`src/rtl/exu_pkg.sv`:
```
`default_nettype none

package exu_pkg;

    // ==================================================
    // Data widths
    // ==================================================

    // Operand and result word of the RV32 datapath
    typedef logic [31:0] data_word_t;

    // Identifier that follows each instruction to its result
    typedef logic [5:0] instr_tag_t;

    // ==================================================
    // Operation encodings
    // ==================================================

    // Operations are grouped by the unit that executes them
    typedef enum logic [4:0] {
        OP_ADD,
        OP_SUB,
        OP_AND,
        OP_OR,
        OP_XOR,
        OP_SLL,
        OP_SRL,
        OP_SRA,
        OP_SLT,
        OP_SLTU,
        OP_MUL,
        OP_MULH,
        OP_MULHSU,
        OP_MULHU,
        OP_DIV,
        OP_DIVU,
        OP_REM,
        OP_REMU
    } exu_op_t;

    // Unit class chosen by the issue stage decoder
    typedef enum logic [1:0] {
        UNIT_ALU,
        UNIT_MUL,
        UNIT_DIV
    } unit_sel_t;

    // ==================================================
    // Latencies and divider control
    // ==================================================

    // Depth of the multiplier pipeline in cycles
    localparam int MUL_STAGES = 2;

    // One quotient bit is produced per divider iteration
    localparam int DIV_STEPS = 32;
    localparam int DIV_CNT_W = $clog2(DIV_STEPS);

    typedef enum logic [1:0] {
        DIV_IDLE,
        DIV_BUSY,
        DIV_DONE
    } div_state_t;

endpackage : exu_pkg

`default_nettype wire
```
`src/rtl/exu_if.sv`:
```
`default_nettype none

// One instruction leaving the issue register towards the units
interface issue_if import exu_pkg::*; ();
    logic       valid;
    unit_sel_t  unit;
    exu_op_t    op;
    data_word_t operand_a;
    data_word_t operand_b;
    instr_tag_t tag;

    modport source (output valid, unit, op, operand_a, operand_b, tag);
    modport sink   (input  valid, unit, op, operand_a, operand_b, tag);
endinterface : issue_if

// Merged result of all units, every field is zero while valid is low
interface result_if import exu_pkg::*; ();
    logic       valid;
    data_word_t result;
    instr_tag_t tag;
    logic       trap;

    modport source (output valid, result, tag, trap);
    modport sink   (input  valid, result, tag, trap);
endinterface : result_if

`default_nettype wire

```
`src/rtl/exu_top.sv`:
```
`default_nettype none

module exu_top import exu_pkg::*; (
    input  wire logic       clk_i,
    input  wire logic       rst_i,
    input  wire logic       kill_i,
    input  wire logic       instr_valid_i,
    input  wire exu_op_t    op_i,
    input  wire data_word_t operand_a_i,
    input  wire data_word_t operand_b_i,
    input  wire instr_tag_t tag_i,
    output logic            result_valid_o,
    output data_word_t      result_o,
    output instr_tag_t      result_tag_o,
    output logic            result_trap_o,
    output logic            div_idle_o
);

    issue_if  issue_bus ();
    result_if result_bus ();

    // Instruction register and unit decode
    issue_stage u_issue (
        .clk_i         (clk_i),
        .rst_i         (rst_i),
        .kill_i        (kill_i),
        .instr_valid_i (instr_valid_i),
        .op_i          (op_i),
        .operand_a_i   (operand_a_i),
        .operand_b_i   (operand_b_i),
        .tag_i         (tag_i),
        .issue_o       (issue_bus)
    );

    // ALU, multiplier and divider with the result merge
    integer_unit u_int (
        .clk_i      (clk_i),
        .rst_i      (rst_i),
        .kill_i     (kill_i),
        .issue_i    (issue_bus),
        .result_o   (result_bus),
        .div_idle_o (div_idle_o)
    );

    assign result_valid_o = result_bus.valid;
    assign result_o       = result_bus.result;
    assign result_tag_o   = result_bus.tag;
    assign result_trap_o  = result_bus.trap;

endmodule : exu_top

`default_nettype wire

```
`src/rtl/integer_unit.sv`:
```
`default_nettype none

module integer_unit import exu_pkg::*; (
    input  wire logic clk_i,
    input  wire logic rst_i,
    input  wire logic kill_i,
    issue_if.sink     issue_i,
    result_if.source  result_o,
    output logic      div_idle_o
);

    logic alu_sel;
    logic mul_sel;
    logic div_sel;
    logic issue_live;

    // Nothing issued in the kill cycle may start
    assign issue_live = issue_i.valid & ~kill_i;
    assign alu_sel    = issue_live & (issue_i.unit == UNIT_ALU);
    assign mul_sel    = issue_live & (issue_i.unit == UNIT_MUL);
    assign div_sel    = issue_live & (issue_i.unit == UNIT_DIV);

    // ==================================================
    // Execution units
    // ==================================================

    data_word_t alu_result;
    logic       alu_valid;
    data_word_t mul_result;
    logic       mul_valid;
    data_word_t div_result;
    logic       div_valid;
    logic       div_by_zero;

    alu u_alu (
        .valid_i     (alu_sel),
        .op_i        (issue_i.op),
        .operand_a_i (issue_i.operand_a),
        .operand_b_i (issue_i.operand_b),
        .result_o    (alu_result),
        .valid_o     (alu_valid)
    );

    multiplier u_mul (
        .clk_i       (clk_i),
        .rst_i       (rst_i),
        .kill_i      (kill_i),
        .valid_i     (mul_sel),
        .op_i        (issue_i.op),
        .operand_a_i (issue_i.operand_a),
        .operand_b_i (issue_i.operand_b),
        .product_o   (mul_result),
        .valid_o     (mul_valid)
    );

    divider u_div (
        .clk_i            (clk_i),
        .rst_i            (rst_i),
        .kill_i           (kill_i),
        .valid_i          (div_sel),
        .op_i             (issue_i.op),
        .dividend_i       (issue_i.operand_a),
        .divisor_i        (issue_i.operand_b),
        .result_o         (div_result),
        .valid_o          (div_valid),
        .divide_by_zero_o (div_by_zero),
        .idle_o           (div_idle_o)
    );

    // ==================================================
    // Tag tracking
    // ==================================================

    // Tags shift along with the multiplier stages
    instr_tag_t [MUL_STAGES-1:0] mul_tag_q;
    instr_tag_t                  div_tag_q;

    always_ff @(posedge clk_i) begin
        if (kill_i) begin
            mul_tag_q <= '0;
            div_tag_q <= '0;
        end else begin
            mul_tag_q <= {mul_tag_q[MUL_STAGES-2:0], issue_i.tag};
            // Divider handles one operation at a time, so one held tag suffices
            if (div_sel) begin
                div_tag_q <= issue_i.tag;
            end
        end
    end

    // ==================================================
    // Result merge
    // ==================================================

    logic mul_hit;
    logic div_hit;

    // Results finishing in the kill cycle are dropped as well
    assign mul_hit = mul_valid & ~kill_i;
    assign div_hit = div_valid & ~kill_i;

    assign result_o.valid  = alu_valid | mul_hit | div_hit;
    assign result_o.result = alu_result
                           | (mul_hit ? mul_result : '0)
                           | (div_hit ? div_result : '0);
    assign result_o.tag    = (alu_valid ? issue_i.tag : '0)
                           | (mul_hit ? mul_tag_q[MUL_STAGES-1] : '0)
                           | (div_hit ? div_tag_q : '0);
    assign result_o.trap   = div_hit & div_by_zero;

endmodule : integer_unit

`default_nettype wire

```
`src/rtl/divider.sv`:
```
`default_nettype none

module divider import exu_pkg::*; (
    input  wire logic       clk_i,
    input  wire logic       rst_i,
    input  wire logic       kill_i,
    input  wire logic       valid_i,
    input  wire exu_op_t    op_i,
    input  wire data_word_t dividend_i,
    input  wire data_word_t divisor_i,
    output data_word_t      result_o,
    output logic            valid_o,
    output logic            divide_by_zero_o,
    output logic            idle_o
);

    div_state_t           state_q;
    logic [DIV_CNT_W-1:0] count_q;

    // Quotient shifts left while the dividend bits move into the remainder
    data_word_t quo_q;
    data_word_t rem_q;
    data_word_t den_q;
    logic       is_rem_q;
    logic       neg_quo_q;
    logic       neg_rem_q;
    logic       dbz_q;

    logic       is_signed;
    logic       a_neg;
    logic       b_neg;
    data_word_t abs_a;
    data_word_t abs_b;
    logic [32:0] shifted;
    logic [33:0] diff;
    logic        fits;

    // ==================================================
    // Operand preparation
    // ==================================================

    assign is_signed = (op_i == OP_DIV) || (op_i == OP_REM);
    assign a_neg     = is_signed & dividend_i[31];
    assign b_neg     = is_signed & divisor_i[31];
    assign abs_a     = a_neg ? -dividend_i : dividend_i;
    assign abs_b     = b_neg ? -divisor_i : divisor_i;

    // Restoring step, subtract only when the divisor fits
    assign shifted = {rem_q, quo_q[31]};
    assign diff    = {1'b0, shifted} - {2'b0, den_q};
    assign fits    = ~diff[33];

    always_ff @(posedge clk_i) begin
        if (rst_i || kill_i) begin
            state_q <= DIV_IDLE;
        end else begin
            case (state_q)
                DIV_IDLE: begin
                    if (valid_i) begin
                        is_rem_q <= (op_i == OP_REM) || (op_i == OP_REMU);
                        count_q  <= '0;
                        if (divisor_i == '0) begin
                            // RISC-V result is all ones or the dividend, no iterations
                            quo_q     <= '1;
                            rem_q     <= dividend_i;
                            neg_quo_q <= 1'b0;
                            neg_rem_q <= 1'b0;
                            dbz_q     <= 1'b1;
                            state_q   <= DIV_DONE;
                        end else begin
                            quo_q     <= abs_a;
                            rem_q     <= '0;
                            den_q     <= abs_b;
                            neg_quo_q <= a_neg ^ b_neg;
                            neg_rem_q <= a_neg;
                            dbz_q     <= 1'b0;
                            state_q   <= DIV_BUSY;
                        end
                    end
                end
                DIV_BUSY: begin
                    quo_q   <= {quo_q[30:0], fits};
                    rem_q   <= fits ? diff[31:0] : shifted[31:0];
                    count_q <= count_q + 1'b1;
                    if (count_q == DIV_CNT_W'(DIV_STEPS - 1)) begin
                        state_q <= DIV_DONE;
                    end
                end
                default: state_q <= DIV_IDLE;
            endcase
        end
    end

    // Sign fix, the overflow case wraps to the most negative value by itself
    always_comb begin
        if (is_rem_q) begin
            result_o = neg_rem_q ? -rem_q : rem_q;
        end else begin
            result_o = neg_quo_q ? -quo_q : quo_q;
        end
    end

    assign valid_o          = (state_q == DIV_DONE);
    assign divide_by_zero_o = (state_q == DIV_DONE) & dbz_q;
    // Busy already in the issue cycle so no second division slips in
    assign idle_o           = (state_q == DIV_IDLE) & ~valid_i;

endmodule : divider

`default_nettype wire

```
`src/rtl/multiplier.sv`:
```
`default_nettype none

module multiplier import exu_pkg::*; (
    input  wire logic       clk_i,
    input  wire logic       rst_i,
    input  wire logic       kill_i,
    input  wire logic       valid_i,
    input  wire exu_op_t    op_i,
    input  wire data_word_t operand_a_i,
    input  wire data_word_t operand_b_i,
    output data_word_t      product_o,
    output logic            valid_o
);

    // One valid bit per pipeline stage
    logic [MUL_STAGES-1:0] valid_q;

    logic               a_signed;
    logic               b_signed;
    logic signed [32:0] a_ext_q;
    logic signed [32:0] b_ext_q;
    exu_op_t            op_q;
    logic signed [65:0] full_product;
    data_word_t         product_q;

    // ==================================================
    // Stage one: operand extension
    // ==================================================

    // MULH treats both operands as signed, MULHSU only the first one
    assign a_signed = (op_i == OP_MULH) || (op_i == OP_MULHSU);
    assign b_signed = (op_i == OP_MULH);

    always_ff @(posedge clk_i) begin
        if (valid_i) begin
            a_ext_q <= {a_signed & operand_a_i[31], operand_a_i};
            b_ext_q <= {b_signed & operand_b_i[31], operand_b_i};
            op_q    <= op_i;
        end
    end

    // ==================================================
    // Stage two: product and half select
    // ==================================================

    // A 33 by 33 signed product covers every signedness mix
    assign full_product = a_ext_q * b_ext_q;

    always_ff @(posedge clk_i) begin
        if (valid_q[0]) begin
            // Plain MUL returns the low word, the high variants the upper word
            product_q <= (op_q == OP_MUL) ? full_product[31:0] : full_product[63:32];
        end
    end

    // Kill drops every product that is still in flight
    always_ff @(posedge clk_i) begin
        if (rst_i || kill_i) begin
            valid_q <= '0;
        end else begin
            valid_q <= {valid_q[MUL_STAGES-2:0], valid_i};
        end
    end

    assign product_o = product_q;
    assign valid_o   = valid_q[MUL_STAGES-1];

endmodule : multiplier

`default_nettype wire

```
`src/rtl/alu.sv`:
```
`default_nettype none

module alu import exu_pkg::*; (
    input  wire logic       valid_i,
    input  wire exu_op_t    op_i,
    input  wire data_word_t operand_a_i,
    input  wire data_word_t operand_b_i,
    output data_word_t      result_o,
    output logic            valid_o
);

    logic [4:0] shamt;
    data_word_t alu_result;

    // RV32I shifts only use the low five bits of the second operand
    assign shamt = operand_b_i[4:0];

    always_comb begin
        case (op_i)
            OP_ADD:  alu_result = operand_a_i + operand_b_i;
            OP_SUB:  alu_result = operand_a_i - operand_b_i;
            OP_AND:  alu_result = operand_a_i & operand_b_i;
            OP_OR:   alu_result = operand_a_i | operand_b_i;
            OP_XOR:  alu_result = operand_a_i ^ operand_b_i;
            OP_SLL:  alu_result = operand_a_i << shamt;
            OP_SRL:  alu_result = operand_a_i >> shamt;
            // Arithmetic shift keeps the sign bit of operand A
            OP_SRA:  alu_result = data_word_t'($signed(operand_a_i) >>> shamt);
            OP_SLT: begin
                alu_result = {31'b0, $signed(operand_a_i) < $signed(operand_b_i)};
            end
            OP_SLTU: begin
                alu_result = {31'b0, operand_a_i < operand_b_i};
            end
            // Multiply and divide operations never select the ALU
            default: alu_result = '0;
        endcase
    end

    // Zero when not selected so the result merge can be a plain OR
    assign result_o = valid_i ? alu_result : '0;
    assign valid_o  = valid_i;

endmodule : alu

`default_nettype wire

```
`src/rtl/issue_stage.sv`:
```
`default_nettype none

module issue_stage import exu_pkg::*; (
    input  wire logic       clk_i,
    input  wire logic       rst_i,
    input  wire logic       kill_i,
    input  wire logic       instr_valid_i,
    input  wire exu_op_t    op_i,
    input  wire data_word_t operand_a_i,
    input  wire data_word_t operand_b_i,
    input  wire instr_tag_t tag_i,
    issue_if.source         issue_o
);

    logic       valid_q;
    unit_sel_t  unit_q;
    unit_sel_t  unit_dec;
    exu_op_t    op_q;
    data_word_t operand_a_q;
    data_word_t operand_b_q;
    instr_tag_t tag_q;

    // Decode the unit class here so each unit only looks at its own valid
    always_comb begin
        case (op_i)
            OP_MUL, OP_MULH, OP_MULHSU, OP_MULHU: unit_dec = UNIT_MUL;
            OP_DIV, OP_DIVU, OP_REM, OP_REMU:     unit_dec = UNIT_DIV;
            default:                              unit_dec = UNIT_ALU;
        endcase
    end

    // A killed instruction never reaches the units
    always_ff @(posedge clk_i) begin
        if (rst_i || kill_i) begin
            valid_q <= 1'b0;
        end else begin
            valid_q <= instr_valid_i;
        end
    end

    // Payload is captured only with a new instruction
    always_ff @(posedge clk_i) begin
        if (instr_valid_i) begin
            unit_q      <= unit_dec;
            op_q        <= op_i;
            operand_a_q <= operand_a_i;
            operand_b_q <= operand_b_i;
            tag_q       <= tag_i;
        end
    end

    assign issue_o.valid     = valid_q;
    assign issue_o.unit      = unit_q;
    assign issue_o.op        = op_q;
    assign issue_o.operand_a = operand_a_q;
    assign issue_o.operand_b = operand_b_q;
    assign issue_o.tag       = tag_q;

endmodule : issue_stage

`default_nettype wire

```
`config.mk`:
```
export PLATFORM = sky130hd
export DESIGN_NAME = exu_top
export DESIGN_NICKNAME = d
export VERILOG_FILES = /design/src/rtl/exu_pkg.sv /design/src/rtl/exu_if.sv /design/src/rtl/exu_top.sv /design/src/rtl/integer_unit.sv /design/src/rtl/divider.sv /design/src/rtl/multiplier.sv /design/src/rtl/alu.sv /design/src/rtl/issue_stage.sv
export SDC_FILE = /design/constraint.sdc
export NUM_CORES = 2
export LEC_CHECK = 0
export CAP_MARGIN = 40
export CORE_AREA = 5 5 466 468
export DETAILED_ROUTE_END_ITERATION = 12
export DIE_AREA = 0 0 471 473
export DONT_BUFFER_PORTS = 1
export HOLD_SLACK_MARGIN = 0.15
export PLACE_DENSITY = 0.5
export SETUP_SLACK_MARGIN = 0.15
export SLEW_MARGIN = 20
export SYNTH_ARGS = -nofsm -noshare
export SYNTH_HDL_FRONTEND = slang
export SYNTH_HIERARCHICAL = 1
export SYNTH_SLANG_ARGS = --single-unit
```
`constraint.sdc`:
```
create_clock -name clk_i -period 12.4 [get_ports clk_i]
set_input_delay 3.72 -clock clk_i [delete_from_list [all_inputs] [get_ports clk_i]]
set_output_delay 3.72 -clock clk_i [all_outputs]
set_load 0.01 [all_outputs]
```
==> run metrics <==
Die Wd 471 um; required time of the critical path 8680 ps; CTS Sinks 308; DRC violations left 0; Synthesized Nets 8507; ratio of cells with drive above 1 in the final layout 5.28%; register clock-pin slew on the reported worst setup and hold paths 60 ps; per-cell routed wire length 24.0 um; headroom to the max-slew limit 36.3%; share of the cycle needed by the critical path after routing 80.1%; power consumption 4.23 mW; worst-case reg-to-reg path depth 28; startpoint type of the worst setup path primary input; leakage component of the power 30.7 nW; run status completed; share of flip-flops with an asynchronous set or reset 0%; HPWL Detailed 183000 um; final clock skew 33.1 ps; number of levels the H-tree was split into 2; worst-margin pin slew 949 ps; synthesized instance count 6948; vias 50200; critical path start-end classification primary input to primary output; setup-violating endpoint count in the final report 0; buffer cell driving the clock tree root clkbuf_16; Final nets 8335; sequential cell area fraction in the yosys report 14.2%; area of the core region 213000 sq um; cell type with the highest aggregate area in the netlist fa_1; post-layout minimum cycle time 9930 ps; Worst Path Max Fanout 29; number of failing hold endpoints at the final stage 0; CTS tree done; post-CTS resize count 0; count of maximum capacitance violations 0; vias in the first global route 52300; hold-fix buffer count after cts 0; Max Clk Rate 101 MHz; antenna violations before repair 20; number of buffers created by CTS 35; overall fraction of global-route tracks in use 20.6%; number of DRC violations after detailed-routing iteration 0 4313; worst vdd ir 0.133 mV; overall die height 473 um; Distinct cells, synth 112; setup TNS 0 ps; CP Data Arrival Time 6210 ps; RSZ-0062 raised after global routing false; RePlAce Congestion 0.982; hold path cells 1; top post-synthesis cells by area fa_1 (36%), edfxtp_1 (13%), inv_1 (7.4%), ha_1 (6.9%), and2_1 (5.5%); wire length of the first global-routing pass 347000 um; Area growth syn-to-layout 7.35%; clock network latency to the later pin of the worst-skew pair 580 ps; remaining antenna violation count 0; total setup buffers inserted after CTS 0; IO Port Bufs 0; largest net degree at the start of global routing 79; total grt overflow 0; post-synthesis average cell area 9.13 sq um; full die area 223000 sq um; Netlist Area Pre-Place 63400 sq um; number of detailed-routing iterations run before antenna repair 8; Synth Flop Type edfxtp_1; number of buffers between clock root and the deepest sink 3; # IOs 120; Hold Crit Class register to register; Synth top area share 35.6%; number of synthesized register bits 308; count of final max-slew check failures 0; total power per unit cell area 62.1 nW/um^2; final wirelength 232000 um; initial core utilization 29.8%; # rows 170; count of warnings emitted by yosys 6; critical path endpoint category primary output; ratio of routed vias to standard cells 5.20; number of synthesized flops with an enable pin 285
## final cells by class
class,instances,area [sq um]
flip-flops and latches,308,9020
multi-input cells,4993,48200
clock buffers,42,903
repair buffers,185,1450
diodes,8,20.0
inverters,1253,4700
well taps,2838,3550
fillers,22300,145000
clock inverters,20,287
## power breakdown
part	leakage (nW)	internal, mW	switching [mW]	total, mW
registers	2.89	1.19	0.0389	1.22
clock network	0.584	0.656	0.487	1.14
logic	27.2	0.584	1.28	1.86
## Yosys cell counts (34+ instances only)
master    instances
a21oi_1         314
nand2_1         818
xor2_1          100
fa_1           1128
o31ai_1          48
nor2_1          283
a21o_1           61
a31oi_1          47
mux2i_1          89
o21ai_0         214
a221o_1          44
buf_2            34
edfxtp_1        285
nor3_1           64
nand3_1          60
clkbuf_1        319
nor2b_1          67
xnor2_1         144
ha_1            352
and2_1          554
inv_1          1249
## worst paths after layout
check | from | to | slack, ps
min reg2reg | u_int/mul_tag_q[5]$_SDFF_PP0_ | u_int/mul_tag_q[11]$_SDFF_PP0_ | 440
min | u_int/mul_tag_q[5]$_SDFF_PP0_ | u_int/mul_tag_q[11]$_SDFF_PP0_ | 440
max | kill_i | result_o[16] | 2470
max reg2reg | u_int/u_mul/b_ext_q[6]$_DFFE_PP_ | u_int/u_mul/product_o[28]$_DFFE_PP_ | 2640
## worst max-delay path, cell delays in order
cell,delay (ps)
nor4b_1,600
buf_2,280
nor2b_1,210
nand2_1,350
buf_4,360
nor3_1,200
mux2i_1,90
o21ai_0,90
a221o_1,290
## per-layer routing
metal / up-vias / track usage, % / share of wire, %
met4: 4 / 6.79 / 3.9
met1: 26200 / 27.3 / 43
met5: - / 0 / 0.012
li1: 21800 / - / -
met3: 367 / 2.89 / 6.2
met2: 1786 / 34.6 / 47
## per-stage QoR
| stage | utilization, % | instances | worst slack (ps) | hold WS, ps | instance area, sq um |
|---|---|---|---|---|---|
| detailed placement | 31.4 | 9575 | 2570 | 427 | 66900 |
| floorplan | - | 6948 | 478 | 414 | 63400 |
| CTS | 31.9 | 9637 | 2570 | 445 | 68000 |
| global route | 31.9 | 9640 | 2310 | 459 | 68100 |
| finish | 31.9 | 9647 | 2470 | 439 | 68100 |
| global placement | 31.2 | 9547 | 2360 | 421 | 66600 |
## cell usage in the layout (no fill, tap or decap), drive strengths merged, types with 26 or more instances in the layout
master,instances
fa,1128
a31oi,47
nand3,61
a21oi,316
nand4,31
ha,352
o31ai,50
mux2i,89
nor3,64
buf,185
nand2,818
xnor2,144
o21ai,244
edfxtp,285
mux4,29
clkbuf,42
or3,28
nor4,29
and2,556
o21bai,29
nor2,284
xor2,100
a221o,44
a211oi,30
inv,1259
mux2,26
nand2b,31
a21o,61
nor2b,67
## flip-flops by register name, indices dropped and copies added, names as in the netlist, 6 cells and up
| signal | flops |
|---|---|
| u_int/u_mul/b_ext_q | 33 |
| u_int/u_mul/product_o | 32 |
| u_int/u_div/quo_q | 32 |
| u_int/mul_tag_q | 12 |
| u_int/u_mul/a_ext_q | 33 |
| u_int/u_div/den_q | 32 |
| u_int/div_tag_q | 6 |
| u_issue/issue_o.tag | 6 |
| u_issue/issue_o.operand_b | 32 |
| u_issue/issue_o.operand_a | 32 |
| u_int/u_div/rem_q | 32 |
## cells by family (layout without fill, tap and decap cells)
| logic type | Yosys count | count (layout) | synth area share [%] |
|---|---|---|---|
| adder cells (fa/ha/maj) | 1480 | 1480 | 42.5 |
| other | 0 | 8 | 0 |
| flip-flops | 308 | 308 | 14.2 |
| multiplexers | 144 | 144 | 2.90 |
| XOR/XNOR | 244 | 244 | 3.37 |
| AND/OR/NAND/NOR | 2068 | 2068 | 16.1 |
| buffers and inverters | 1647 | 1500 | 9.98 |
| AO/OA/AOI/OAI | 1057 | 1057 | 10.9 |
Note: power is estimated with default switching activity, not from simulation.
